===== src/source/matmul_pkg.sv =====
`default_nettype none

package matmul_pkg;

  //////////////////////////////////////////////////////////////////////
  // Array geometry and memory timing
  //////////////////////////////////////////////////////////////////////

  localparam int MAT_SIZE    = 4;
  localparam int DATA_W      = 8;
  localparam int ADDR_W      = 10;
  localparam int MEM_LATENCY = 1;

  // Operand register, product register, accumulator
  localparam int MAC_STAGES = 3;

  // Memory latency + lane skew + travel across the array + MAC pipe
  localparam int DRAIN_CYCLES = MEM_LATENCY + (MAT_SIZE - 1) + (MAT_SIZE - 1) + MAC_STAGES;

  // Start cycle, then FETCH, then DRAIN
  localparam int WRITE_START = 1 + MAT_SIZE + DRAIN_CYCLES;

  //////////////////////////////////////////////////////////////////////
  // Data types
  //////////////////////////////////////////////////////////////////////

  typedef logic signed [DATA_W-1:0]          elem_t;
  typedef logic signed [2*DATA_W-1:0]        prod_t;
  typedef logic        [MAT_SIZE*DATA_W-1:0] word_t;
  typedef logic        [ADDR_W-1:0]          addr_t;
  typedef logic        [3:0]                 phase_cnt_t;

  typedef enum logic [2:0] {
    IDLE,
    FETCH,
    DRAIN,
    WRITE,
    FINISH
  } ctrl_state_t;

endpackage

`default_nettype wire


===== src/source/systolic_feed_if.sv =====
`default_nettype none

// Skewed operand lanes entering the left and top edges of the array
interface systolic_feed_if;
  import matmul_pkg::*;

  // One lane per array row
  elem_t a_lane [MAT_SIZE];
  // One lane per array column
  elem_t b_lane [MAT_SIZE];
  // Zeroes every PE register for a new run
  logic  clear;

  modport source (
    output a_lane,
    output b_lane,
    output clear
  );

  modport sink (
    input a_lane,
    input b_lane,
    input clear
  );

endinterface

`default_nettype wire


===== src/source/mac_pe.sv =====
`default_nettype none

module mac_pe (
  input  logic              clk,
  input  logic              reset,
  input  logic              i_clear,
  input  matmul_pkg::elem_t i_a,
  input  matmul_pkg::elem_t i_b,
  output matmul_pkg::elem_t o_a,
  output matmul_pkg::elem_t o_b,
  output matmul_pkg::elem_t o_acc
);
  import matmul_pkg::*;

  localparam prod_t PROD_HI = prod_t'(2 ** (DATA_W - 1) - 1);
  localparam prod_t PROD_LO = -prod_t'(2 ** (DATA_W - 1));

  elem_t a_q;
  elem_t b_q;
  prod_t prod_q;
  elem_t prod_sat;
  elem_t acc_q;

  // Operand regs double as the pass-through to the neighbours
  always_ff @(posedge clk) begin
    if (reset || i_clear) begin
      a_q    <= '0;
      b_q    <= '0;
      prod_q <= '0;
      acc_q  <= '0;
    end else begin
      a_q    <= i_a;
      b_q    <= i_b;
      prod_q <= a_q * b_q;
      acc_q  <= acc_q + prod_sat;
    end
  end

  // Clamp the full product to the element range
  always_comb begin
    if (prod_q > PROD_HI) begin
      prod_sat = PROD_HI[DATA_W-1:0];
    end else if (prod_q < PROD_LO) begin
      prod_sat = PROD_LO[DATA_W-1:0];
    end else begin
      prod_sat = prod_q[DATA_W-1:0];
    end
  end

  assign o_a   = a_q;
  assign o_b   = b_q;
  assign o_acc = acc_q;

endmodule

`default_nettype wire


===== src/source/matmul_4x4_top.sv =====
`default_nettype none

module matmul_4x4_top (
  input  logic              clk,
  input  logic              reset,
  input  logic              i_start,
  input  matmul_pkg::addr_t i_base_a,
  input  matmul_pkg::addr_t i_base_b,
  input  matmul_pkg::addr_t i_base_c,
  input  matmul_pkg::word_t i_a_data,
  input  matmul_pkg::word_t i_b_data,
  output logic              o_rd_en,
  output matmul_pkg::addr_t o_a_addr,
  output matmul_pkg::addr_t o_b_addr,
  output logic              o_c_valid,
  output matmul_pkg::addr_t o_c_addr,
  output matmul_pkg::word_t o_c_data,
  output logic              o_busy,
  output logic              o_done
);
  import matmul_pkg::*;

  phase_cnt_t count;
  logic       cnt_clear;
  logic       cnt_en;
  logic       array_clear;
  logic       wr_en;
  phase_cnt_t wr_col;
  addr_t      c_base;
  elem_t      acc [MAT_SIZE][MAT_SIZE];

  systolic_feed_if feed ();

  //////////////////////////////////////////////////////////////////////
  // Control
  //////////////////////////////////////////////////////////////////////

  matmul_ctrl_fsm u_ctrl (
    .clk         (clk),
    .reset       (reset),
    .i_start     (i_start),
    .i_base_a    (i_base_a),
    .i_base_b    (i_base_b),
    .i_base_c    (i_base_c),
    .i_count     (count),
    .o_cnt_clear (cnt_clear),
    .o_cnt_en    (cnt_en),
    .o_rd_en     (o_rd_en),
    .o_a_addr    (o_a_addr),
    .o_b_addr    (o_b_addr),
    .o_clear     (array_clear),
    .o_wr_en     (wr_en),
    .o_wr_col    (wr_col),
    .o_c_base    (c_base),
    .o_busy      (o_busy),
    .o_done      (o_done)
  );

  phase_counter u_counter (
    .clk     (clk),
    .reset   (reset),
    .i_clear (cnt_clear),
    .i_en    (cnt_en),
    .o_count (count)
  );

  //////////////////////////////////////////////////////////////////////
  // Datapath
  //////////////////////////////////////////////////////////////////////

  operand_skew u_skew (
    .clk      (clk),
    .reset    (reset),
    .i_rd_en  (o_rd_en),
    .i_clear  (array_clear),
    .i_a_data (i_a_data),
    .i_b_data (i_b_data),
    .feed     (feed.source)
  );

  pe_array u_array (
    .clk   (clk),
    .reset (reset),
    .feed  (feed.sink),
    .o_acc (acc)
  );

  result_writer u_writer (
    .clk       (clk),
    .reset     (reset),
    .i_wr_en   (wr_en),
    .i_wr_col  (wr_col),
    .i_c_base  (c_base),
    .i_acc     (acc),
    .o_c_valid (o_c_valid),
    .o_c_addr  (o_c_addr),
    .o_c_data  (o_c_data)
  );

endmodule

`default_nettype wire


===== src/source/matmul_ctrl_fsm.sv =====
`default_nettype none

module matmul_ctrl_fsm (
  input  logic                   clk,
  input  logic                   reset,
  input  logic                   i_start,
  input  matmul_pkg::addr_t      i_base_a,
  input  matmul_pkg::addr_t      i_base_b,
  input  matmul_pkg::addr_t      i_base_c,
  input  matmul_pkg::phase_cnt_t i_count,
  output logic                   o_cnt_clear,
  output logic                   o_cnt_en,
  output logic                   o_rd_en,
  output matmul_pkg::addr_t      o_a_addr,
  output matmul_pkg::addr_t      o_b_addr,
  output logic                   o_clear,
  output logic                   o_wr_en,
  output matmul_pkg::phase_cnt_t o_wr_col,
  output matmul_pkg::addr_t      o_c_base,
  output logic                   o_busy,
  output logic                   o_done
);
  import matmul_pkg::*;

  ctrl_state_t state;
  ctrl_state_t state_next;
  addr_t       base_a;
  addr_t       base_b;
  addr_t       base_c;
  logic        last_fetch;
  logic        last_drain;
  logic        last_write;

  assign last_fetch = (i_count == phase_cnt_t'(MAT_SIZE - 1));
  assign last_drain = (i_count == phase_cnt_t'(DRAIN_CYCLES - 1));
  assign last_write = (i_count == phase_cnt_t'(MAT_SIZE - 1));

  always_comb begin
    state_next = state;
    case (state)
      IDLE:    if (i_start) state_next = FETCH;
      FETCH:   if (last_fetch) state_next = DRAIN;
      DRAIN:   if (last_drain) state_next = WRITE;
      WRITE:   if (last_write) state_next = FINISH;
      FINISH:  state_next = IDLE;
      default: state_next = IDLE;
    endcase
  end

  always_ff @(posedge clk) begin
    if (reset) begin
      state <= IDLE;
    end else begin
      state <= state_next;
    end
  end

  // Bases are sampled only when a run is accepted
  always_ff @(posedge clk) begin
    if (state == IDLE && i_start) begin
      base_a <= i_base_a;
      base_b <= i_base_b;
      base_c <= i_base_c;
    end
  end

  //////////////////////////////////////////////////////////////////////
  // Phase outputs
  //////////////////////////////////////////////////////////////////////

  assign o_cnt_clear = (state_next != state);
  assign o_cnt_en    = (state == FETCH) || (state == DRAIN) || (state == WRITE);
  assign o_rd_en     = (state == FETCH);
  assign o_a_addr    = o_rd_en ? base_a + addr_t'(i_count) : '0;
  assign o_b_addr    = o_rd_en ? base_b + addr_t'(i_count) : '0;
  assign o_clear     = (state == FETCH) && (i_count == '0);

  // The writer registers its word, so each capture is one cycle ahead of the write
  assign o_wr_en  = (state == DRAIN && last_drain) || (state == WRITE && !last_write);
  assign o_wr_col = (state == WRITE) ? i_count + 1'b1 : '0;
  assign o_c_base = base_c;

  assign o_busy = o_cnt_en;
  assign o_done = (state == FINISH);

  a_done_single : assert property (@(posedge clk) disable iff (reset)
    o_done |=> !o_done);

  a_rd_wr_apart : assert property (@(posedge clk) disable iff (reset)
    !(o_rd_en && o_wr_en));

  // First capture lands so that the C port writes in cycle WRITE_START
  a_write_start : assert property (@(posedge clk) disable iff (reset)
    (state == IDLE && i_start) |-> ##(WRITE_START - 1) o_wr_en);

endmodule

`default_nettype wire


===== src/source/operand_skew.sv =====
`default_nettype none

module operand_skew (
  input  logic              clk,
  input  logic              reset,
  input  logic              i_rd_en,
  input  logic              i_clear,
  input  matmul_pkg::word_t i_a_data,
  input  matmul_pkg::word_t i_b_data,
  systolic_feed_if.source   feed
);
  import matmul_pkg::*;

  logic [MEM_LATENCY-1:0] rd_pipe;
  logic                   data_valid;
  elem_t                  a_gated [MAT_SIZE];
  elem_t                  b_gated [MAT_SIZE];

  // Read enable delayed by the memory latency marks valid data
  always_ff @(posedge clk) begin
    if (reset) begin
      rd_pipe <= '0;
    end else begin
      rd_pipe[0] <= i_rd_en;
      for (int k = 1; k < MEM_LATENCY; k++) begin
        rd_pipe[k] <= rd_pipe[k-1];
      end
    end
  end

  assign data_valid = rd_pipe[MEM_LATENCY-1];

  always_comb begin
    for (int i = 0; i < MAT_SIZE; i++) begin
      a_gated[i] = data_valid ? elem_t'(i_a_data[i*DATA_W +: DATA_W]) : '0;
      b_gated[i] = data_valid ? elem_t'(i_b_data[i*DATA_W +: DATA_W]) : '0;
    end
  end

  //////////////////////////////////////////////////////////////////////
  // Triangular skew, lane i is i cycles late
  //////////////////////////////////////////////////////////////////////

  for (genvar i = 0; i < MAT_SIZE; i++) begin : g_lane
    if (i == 0) begin : g_direct
      assign feed.a_lane[i] = a_gated[i];
      assign feed.b_lane[i] = b_gated[i];
    end else begin : g_delay
      elem_t a_sr [i];
      elem_t b_sr [i];

      always_ff @(posedge clk) begin
        if (reset || i_clear) begin
          for (int k = 0; k < i; k++) begin
            a_sr[k] <= '0;
            b_sr[k] <= '0;
          end
        end else begin
          a_sr[0] <= a_gated[i];
          b_sr[0] <= b_gated[i];
          for (int k = 1; k < i; k++) begin
            a_sr[k] <= a_sr[k-1];
            b_sr[k] <= b_sr[k-1];
          end
        end
      end

      assign feed.a_lane[i] = a_sr[i-1];
      assign feed.b_lane[i] = b_sr[i-1];
    end
  end

  // Same cycle as the first fetch, ahead of any valid data
  assign feed.clear = i_clear;

endmodule

`default_nettype wire


===== src/source/pe_array.sv =====
`default_nettype none

module pe_array (
  input  logic              clk,
  input  logic              reset,
  systolic_feed_if.sink     feed,
  output matmul_pkg::elem_t o_acc [matmul_pkg::MAT_SIZE][matmul_pkg::MAT_SIZE]
);
  import matmul_pkg::*;

  // Column 0 of a_mesh and row 0 of b_mesh are the array edges
  elem_t a_mesh [MAT_SIZE][MAT_SIZE+1];
  elem_t b_mesh [MAT_SIZE+1][MAT_SIZE];

  for (genvar i = 0; i < MAT_SIZE; i++) begin : g_edge
    assign a_mesh[i][0] = feed.a_lane[i];
    assign b_mesh[0][i] = feed.b_lane[i];
  end

  //////////////////////////////////////////////////////////////////////
  // a flows right, b flows down, one cycle per PE
  //////////////////////////////////////////////////////////////////////

  for (genvar i = 0; i < MAT_SIZE; i++) begin : g_row
    for (genvar j = 0; j < MAT_SIZE; j++) begin : g_col
      mac_pe u_pe (
        .clk     (clk),
        .reset   (reset),
        .i_clear (feed.clear),
        .i_a     (a_mesh[i][j]),
        .i_b     (b_mesh[i][j]),
        .o_a     (a_mesh[i][j+1]),
        .o_b     (b_mesh[i+1][j]),
        .o_acc   (o_acc[i][j])
      );
    end
  end

endmodule

`default_nettype wire


===== src/source/phase_counter.sv =====
`default_nettype none

module phase_counter (
  input  logic                   clk,
  input  logic                   reset,
  input  logic                   i_clear,
  input  logic                   i_en,
  output matmul_pkg::phase_cnt_t o_count
);
  import matmul_pkg::*;

  localparam phase_cnt_t CNT_MAX = '1;

  // Holds at the top value rather than wrapping
  always_ff @(posedge clk) begin
    if (reset || i_clear) begin
      o_count <= '0;
    end else if (i_en && o_count != CNT_MAX) begin
      o_count <= o_count + 1'b1;
    end
  end

  // Every phase must end before the counter could saturate
  a_no_saturation : assert property (@(posedge clk) disable iff (reset)
    i_en |-> o_count != CNT_MAX);

endmodule

`default_nettype wire


===== src/source/result_writer.sv =====
`default_nettype none

module result_writer (
  input  logic                   clk,
  input  logic                   reset,
  input  logic                   i_wr_en,
  input  matmul_pkg::phase_cnt_t i_wr_col,
  input  matmul_pkg::addr_t      i_c_base,
  input  matmul_pkg::elem_t      i_acc [matmul_pkg::MAT_SIZE][matmul_pkg::MAT_SIZE],
  output logic                   o_c_valid,
  output matmul_pkg::addr_t      o_c_addr,
  output matmul_pkg::word_t      o_c_data
);
  import matmul_pkg::*;

  localparam int COL_W = $clog2(MAT_SIZE);

  word_t col_word;

  // Lane i of the word is row i of the selected column
  always_comb begin
    for (int i = 0; i < MAT_SIZE; i++) begin
      col_word[i*DATA_W +: DATA_W] = i_acc[i][i_wr_col[COL_W-1:0]];
    end
  end

  always_ff @(posedge clk) begin
    if (reset) begin
      o_c_valid <= 1'b0;
      o_c_addr  <= '0;
      o_c_data  <= '0;
    end else begin
      o_c_valid <= i_wr_en;
      if (i_wr_en) begin
        o_c_addr <= i_c_base + addr_t'(i_wr_col);
        o_c_data <= col_word;
      end
    end
  end

  a_burst_len : assert property (@(posedge clk) disable iff (reset)
    o_c_valid [* MAT_SIZE] |=> !o_c_valid);

endmodule

`default_nettype wire


===== config.mk =====
export PLATFORM = sky130hd
export DESIGN_NAME = matmul_4x4_top
export DESIGN_NICKNAME = d
export VERILOG_FILES = /design/src/source/matmul_pkg.sv /design/src/source/systolic_feed_if.sv /design/src/source/mac_pe.sv /design/src/source/matmul_4x4_top.sv /design/src/source/matmul_ctrl_fsm.sv /design/src/source/operand_skew.sv /design/src/source/pe_array.sv /design/src/source/phase_counter.sv /design/src/source/result_writer.sv
export SDC_FILE = /design/constraint.sdc
export NUM_CORES = 2
export LEC_CHECK = 0
export BUFFER_PORTS_ARGS = -buffer_cell sky130_fd_sc_hd__buf_2
export CAP_MARGIN = 20
export CORE_UTILIZATION = 39
export CTS_BUF_LIST = sky130_fd_sc_hd__clkbuf_2
export CTS_CLUSTER_SIZE = 30
export DETAILED_ROUTE_END_ITERATION = 7
export GPL_TIMING_DRIVEN = 0
export HOLD_SLACK_MARGIN = 0.06
export SYNTH_ARGS = -nofsm -noshare
export SYNTH_HDL_FRONTEND = slang
export SYNTH_SLANG_ARGS = --single-unit

===== constraint.sdc =====
create_clock -name clk -period 5.45 [get_ports clk]
set_clock_uncertainty 0.15 [all_clocks]
set_input_delay 0.2725 -clock clk [delete_from_list [all_inputs] [get_ports clk]]
set_output_delay 0.2725 -clock clk [all_outputs]
set_load 0.005 [all_outputs]

# After elaboration in Yosys (flattened, before gate mapping)
# Memories as Yosys holds them, arrays and structs flattened. A register that Yosys moved wholly into a read port is not among the register bits.
# Index checks and enable logic that the tools add are counted.
# op_classes
order_cmp	33
n_addsub	20
eq_ne	8
n_mux	75
multipliers	16
n_reduce_logical	16
n_bitwise	12
# ops
cell	count
two-way mux 8 bit	58
> comparator 16 x 8 -> 1 bit (second input constant)	16
less-than comparator 16 x 8 -> 1 bit (second input constant)	16
multiplier 8 x 8 -> 16 bit	16
adder 8 bit	16
binary-select mux 8 bit (select 2 bit)	4
adder 10 x 4 -> 10 bit	3
two-way mux 10 bit	2
OR reduction 8 bit	2
two-way mux 3 bit	4
case mux 3 bit (4 select lines)	1
OR 1 bit	10
equality test 3 x 2 -> 1 bit (second input constant)	2
logical AND 1 bit	5
logical OR 1 bit	5
two-way mux 1 bit	5
adder 4 x 1 -> 4 bit (second input constant)	1
equality test 4 x 2 -> 1 bit (second input constant)	1
equality test 4 bit (second input constant)	1
zero test 4 bit	1
two-way mux 4 bit	1
inequality test 4 bit (second input constant)	1
equality test 3 x 1 -> 1 bit (second input constant)	1
equality test 3 bit (second input constant)	1
other kinds (7)	7
# word_totals
word_cells	253
output_inout_bits	66
regBits	673
inputBits	97
mem_count	6
ram_bits	96
# memory_table
name	depth	word_bits	read_ports	rd_ports_with_merged_regs	write_ports	line	rtl
u_skew.g_lane[3].g_delay.a_sr	3	8	3	1	3	operand_skew.sv:49	elem_t a_sr [i];
u_skew.g_lane[3].g_delay.b_sr	3	8	3	1	3	operand_skew.sv:50	elem_t b_sr [i];
u_skew.g_lane[2].g_delay.a_sr	2	8	2	1	2	operand_skew.sv:49	
u_skew.g_lane[2].g_delay.b_sr	2	8	2	1	2	operand_skew.sv:50	
u_skew.g_lane[1].g_delay.a_sr	1	8	1	1	1	operand_skew.sv:49	
u_skew.g_lane[1].g_delay.b_sr	1	8	1	1	1	operand_skew.sv:50	

# Depth between registers and ports, before layout
# logic_depth
ltp_word	6
depth_mapped	18
ltp_nobuf	17

# Modules after synthesis
# A second synthesis with hierarchy kept.
# hier_totals
cells_unflattened	7251
area_unflattened_um2	70626.5
# by_module_without_submodules
module	n_inst	seq_area_each_um2	area_per_inst_um2	cells_per_inst
mac_pe (u_array.g_row[0].g_col[0].u_pe ...)	11	800.8	3892.5	408
mac_pe (u_array.g_row[3].g_col[1].u_pe ...)	2	800.8	3921.3	420
mac_pe (u_array.g_row[2].g_col[3].u_pe)	1	800.8	3921.3	413
mac_pe (u_array.g_row[3].g_col[3].u_pe)	1	800.8	3911.3	416
mac_pe (u_array.g_row[3].g_col[0].u_pe)	1	800.8	3903.7	414
operand_skew	1	1941.9	3659.8	271
result_writer	1	860.8	2532.4	220
matmul_ctrl_fsm	1	960.9	1828.0	168
phase_counter	1	80.1	210.2	21

# Least setup slack after synthesis
# OpenSTA, ideal clock, no wires.
# synth_path
kind	register to register
from	register u_array.g_row[2].g_col[0].u_pe.a_q[7] (read register of u_skew.g_lane[2].g_delay.a_sr)
to	register u_array.g_row[2].g_col[0].u_pe.prod_q[15]
t_arrival_ns	4.332
slack_ns	0.898
stages_incl_launch_ff	14
setup_ns	0.070
period_less_slack_ns	4.552
t_required_ns	5.230
path_buffers	0
path_cell_list	dfxtp_1 > and2_1 > fa_1 > inv_1 > fa_1 > inv_1 > fa_1 > fa_1 > ha_1 > o21a_1 > a2111oi_0 > nor3_1 > or3_1 > a21oi_1
# synth_via
elab_chain_len	1
# synth_lines
item	line	rtl
start: declaration	mac_pe.sv:18	elem_t a_q;
multiplier 8 x 8 -> 16 bit	mac_pe.sv:34	prod_q <= a_q * b_q;
end signal: assignment	mac_pe.sv:34	
end: declaration	mac_pe.sv:20	prod_t prod_q;
# No other way between the ends.
# A chain may end at the register's enable or synchronous reset.

# Worst setup path after layout
# layout_path
from	register u_counter.o_count[0]
to	register u_writer.o_c_addr[9]
# layout_via
elab_chain_len	4
# layout_lines
item	line	rtl
start: declaration	phase_counter.sv:8	output matmul_pkg::phase_cnt_t o_count
start signal: assignment	phase_counter.sv:19	o_count <= o_count + 1'b1;
parallel branches: the longest is 4 deep, another holds adder 10 x 4 -> 10 bit	-	
end signal: assignment	result_writer.sv:35	o_c_addr <= i_c_base + addr_t'(i_wr_col);
end: declaration	result_writer.sv:11	output matmul_pkg::addr_t o_c_addr,
# Parallel ways; which one is timed is not known.

==> flow_metrics.env <==
export IMPL_status="finished clean"
export IMPL_drcViolationCount=0
export IMPL_dp_slack_ns=-1.08
export IMPL_rr_startpoint="u_counter.o_count[0]$_SDFFE_PP0P_"
export IMPL_slew_headroom=0.160
export IMPL_synth_top_area_cell="fa_1"
export IMPL_cts_sink_count=817
export IMPL_fin_crit_sh=0.953
export IMPL_r2r_end="u_writer.o_c_addr[9]$_SDFFE_PP0P_"
export IMPL_critPathKind="reg2reg"
export IMPL_rsz0062_at_grt="false"
export IMPL_syn_cell_area_mm2=0.0697
export IMPL_grt_max_degree=20
export IMPL_synth_top_area_share=0.258
export IMPL_drive_gt1_frac=0.0754
export IMPL_numCtsBuffers=216
export IMPL_cp_slowest_cell="ha_2"
export IMPL_ys_seq_elements=817
export IMPL_rows=154
export IMPL_yosys_top_cells_count="inv_1, and2_1, fa_1"
export IMPL_synth_edf_count=30
export IMPL_path_depth=13
export IMPL_yosysWarnings=0
export IMPL_critPathBufInv=5
export IMPL_syn_to_final_growth_pct=13.6
export IMPL_async_reset_ff_frac=0
export IMPL_ctsRootBufferMaster="clkbuf_2"
export IMPL_boundaryPins=163
export IMPL_die_area_mm2=0.180
export IMPL_syn_area_per_cell_um2=9.43
export IMPL_crit_required_ns=6.90
export IMPL_fill_cells=17159
export IMPL_start_kind="register"
export IMPL_fin_util=0.448
export IMPL_cp_max_fo=10
export IMPL_arrival_ns=6.64
export IMPL_antenna_found_initial=20
export IMPL_reg2reg_slack_ns=0.26
export IMPL_syn_num_nets=8980
export IMPL_vdd_drop_max_mv=0.191
export IMPL_dp_hpwl_um=156000
export IMPL_grt_pass1_wl_um=313000
export IMPL_antenna_left=0
export IMPL_setup_tns_final_ns=0
export IMPL_register_area_mm2=0.0167
export IMPL_tightest_slew_ns=1.26
export IMPL_die_h_um=425
export IMPL_syn_inst=7393
export IMPL_portBuffers=162
export IMPL_p_leak_uw=0.0381
export IMPL_cts_clk_slew_worst_paths_ns=0.12
export IMPL_reg2reg_depth=13
export IMPL_gr_total_overflow=0
export IMPL_vias=52789
export IMPL_finalCriticalPeriod_ns=5.19
export IMPL_crit_path_cell_trace="clkbuf_2 -> clkinv_2 -> clkbuf_1 -> ha_2 -> nand2_2 -> clkbuf_2 -> inv_1 -> ha_1 -> a211o_1 -> a21oi_1 -> nor3b_1 -> xnor2_1 -> a211oi_1"
export IMPL_end_kind="register"
export IMPL_holdPathEnd="u_array.g_row[0].g_col[3].u_pe.o_b[3]$_SDFF_PP0_"
export IMPL_path_delay_family="buffers and inverters"
export IMPL_synthTopCellsByArea="fa_1, dfxtp_1, ha_1"
export IMPL_drt_first_pass_iters=7
export IMPL_grt_use_total=0.225
export IMPL_insertion_delay_ns=1.77
export IMPL_multi_input_area_mm2=0.0475
export IMPL_postCtsSetupRepairBufs=0
export IMPL_vias_per_cell=4.95
export IMPL_die_w_um=425
export IMPL_hold_viol=0
export IMPL_cts_tree="built"
export IMPL_setup_viol=0
export IMPL_gp_congestion=0.908
export IMPL_synth_most_common_cell="inv_1"
export IMPL_initial_utilization=0.394
export IMPL_path_common_cell="clkbuf_2"
export IMPL_wl_per_cell_um=18.8
export IMPL_powerDensity_mw_per_mm2=149
export IMPL_wl_um=200000
export IMPL_min_from="u_skew.g_lane[3].g_delay.b_sr[2][3]$_SDFF_PP0_"
export IMPL_grt_pass1_vias=55574
export IMPL_nets=9706
export IMPL_cpPeakStageDelay_ns=0.80
export IMPL_ys_types=71
export IMPL_maxSlewViolCount=0
export IMPL_synth_flop_cell="dfxtp_1"
export IMPL_drv_cap=0
export IMPL_core_area_mm2=0.177
export IMPL_cts_buffer_depth=3
export IMPL_setup_ws_ns=0.256
export IMPL_min_path_type="reg2reg"
export IMPL_min_path_cells=1
export IMPL_clock_fmax_ghz=0.193
export IMPL_drtIter0Drc=2820
export IMPL_ys_seq_area_frac=0.239
export IMPL_htreeDepth=4
==> worst max-delay path by stage <==
stage          slack, ns                                        startpoint                                                    to
2_1_floorplan       0.90  u_array.g_row[2].g_col[0].u_pe.o_a[7]$_SDFF_PP0_  u_array.g_row[2].g_col[0].u_pe.prod_q[15]$_SDFF_PP0_
3_3_place_gp       -1.44                        u_ctrl.state[2]$_SDFF_PP0_                            u_ctrl.base_a[1]$_DFFE_PP_
3_5_place_dp       -1.08                 u_counter.o_count[0]$_SDFFE_PP0P_                     u_writer.o_c_addr[4]$_SDFFE_PP0P_
4_1_cts             0.05                 u_counter.o_count[0]$_SDFFE_PP0P_                     u_writer.o_c_addr[5]$_SDFFE_PP0P_
5_1_grt             0.03  u_array.g_row[2].g_col[0].u_pe.o_b[6]$_SDFF_PP0_  u_array.g_row[2].g_col[0].u_pe.prod_q[15]$_SDFF_PP0_
6_report            0.26                 u_counter.o_count[0]$_SDFFE_PP0P_                     u_writer.o_c_addr[9]$_SDFFE_PP0P_
==> state kept, by name, summed over array words and instances, names as in the netlist, 3 cells and up <==
signal / count
u_writer.o_c_data: 32
u_array.g_row.g_col.u_pe.o_a: 128
u_array.g_row.g_col.u_pe.prod_q: 256
u_ctrl.base_a: 10
u_ctrl.o_c_base: 10
u_skew.g_lane.g_delay.a_sr: 48
u_ctrl.base_b: 10
u_array.g_row.g_col.u_pe.o_b: 128
u_ctrl.state: 3
u_writer.o_c_addr: 10
u_counter.o_count: 4
u_skew.g_lane.g_delay.b_sr: 48
u_array.g_row.g_col.u_pe.o_acc: 128
==> per-stage QoR <==
| stage | total power, uW | cells | cell area, um^2 | hold WS (ns) |
|---|---|---|---|---|
| final | 11800 | 10656 | 79200 | 0.223 |
| after global routing | 12300 | 10650 | 79200 | 0.125 |
| after CTS | 11900 | 10639 | 79100 | 0.0636 |
| after detailed placement | 7040 | 9911 | 73700 | 0.261 |
| after global placement | 7020 | 9895 | 73500 | 0.260 |
| after floorplan | 6570 | 7393 | 69700 | 0.221 |
==> layout by cell type, fill, tap and decap left out, types with 12 or more instances in the layout <==
master         instances
clkinv_1              60
nor3_1               113
nand4_1               35
xor2_1               100
clkbuf_2             305
a21o_1                58
o21ai_0              125
nor3b_1               24
o21ai_1               16
nand3_1               70
nor2_1               364
and3_1               112
o31a_1                12
fa_1                 899
xnor2_1              183
a211oi_1              70
inv_1               1321
edfxtp_1              30
nand2_1              380
buf_2                193
o21a_1               179
and2_1              1061
clkbuf_1              97
dlygate4sd3_1        330
dfxtp_1              783
a2111oi_0             28
mux2i_1               64
mux2_2                12
nor2b_1               87
diode_2               16
or3_1                 14
o21bai_1              47
nand2b_1              65
a21oi_1              236
nor4_1                36
a2111oi_2             23
clkinv_2              25
ha_1                 590
==> final cells by class <==
class                   count  share of cell area
inverters                1322              0.0627
flip-flops and latches    817               0.210
multi-input cells        5107               0.600
plain buffers             146             0.00796
clock inverters           102             0.00814
well taps                2340              0.0370
clock buffers             297              0.0188
repair buffers            509              0.0546
diodes                     16            0.000506
==> layer usage <==
layer | wire length, um | vias up | global-route usage
met5 | 19 | - | 0
met4 | 8810 | 2 | 0.0983
met3 | 11000 | 384 | 0.0357
met2 | 95300 | 1342 | 0.383
met1 | 85100 | 26112 | 0.281
li1 | - | 24949 | -
==> what timing repair did <==
| item | in CTS | in global routing |
|---|---|---|
| hold buffers | 330 | 0 |
| cloned | 0 | 0 |
| resized for setup | 6 | 7 |
| setup endpoints to repair | 95 | 12 |
| endpoints found under the hold margin | 716 | 0 |
==> power by group <==
part | internal [uW] | switching [uW]
clock network | 1820 | 2870
registers | 6060 | 65.2
logic | 339 | 628
==> cell families after synthesis <==
family	count (synthesis)	synth area share
buffers and inverters	1469	0.0801
adder cells (fa/ha/maj)	1490	0.364
AO/OA/AOI/OAI	862	0.0839
multiplexers	76	0.0111
AND/OR/NAND/NOR	2396	0.186
XOR/XNOR	283	0.0356
flip-flops	817	0.239
==> worst reg2reg max path, delay by kind of cell, from the launching register on <==
family	cells	cell delay, ns
and+or+nand+nor	2	0.51
xor gates and xnor gates	1	0.14
buffers and inverters	5	1.84
adders and majority gates	2	1.06
AOI/OAI and AO/OA	3	0.79
DFF	1	0.62
No activity file was read; power rests on OpenSTA's default activity.
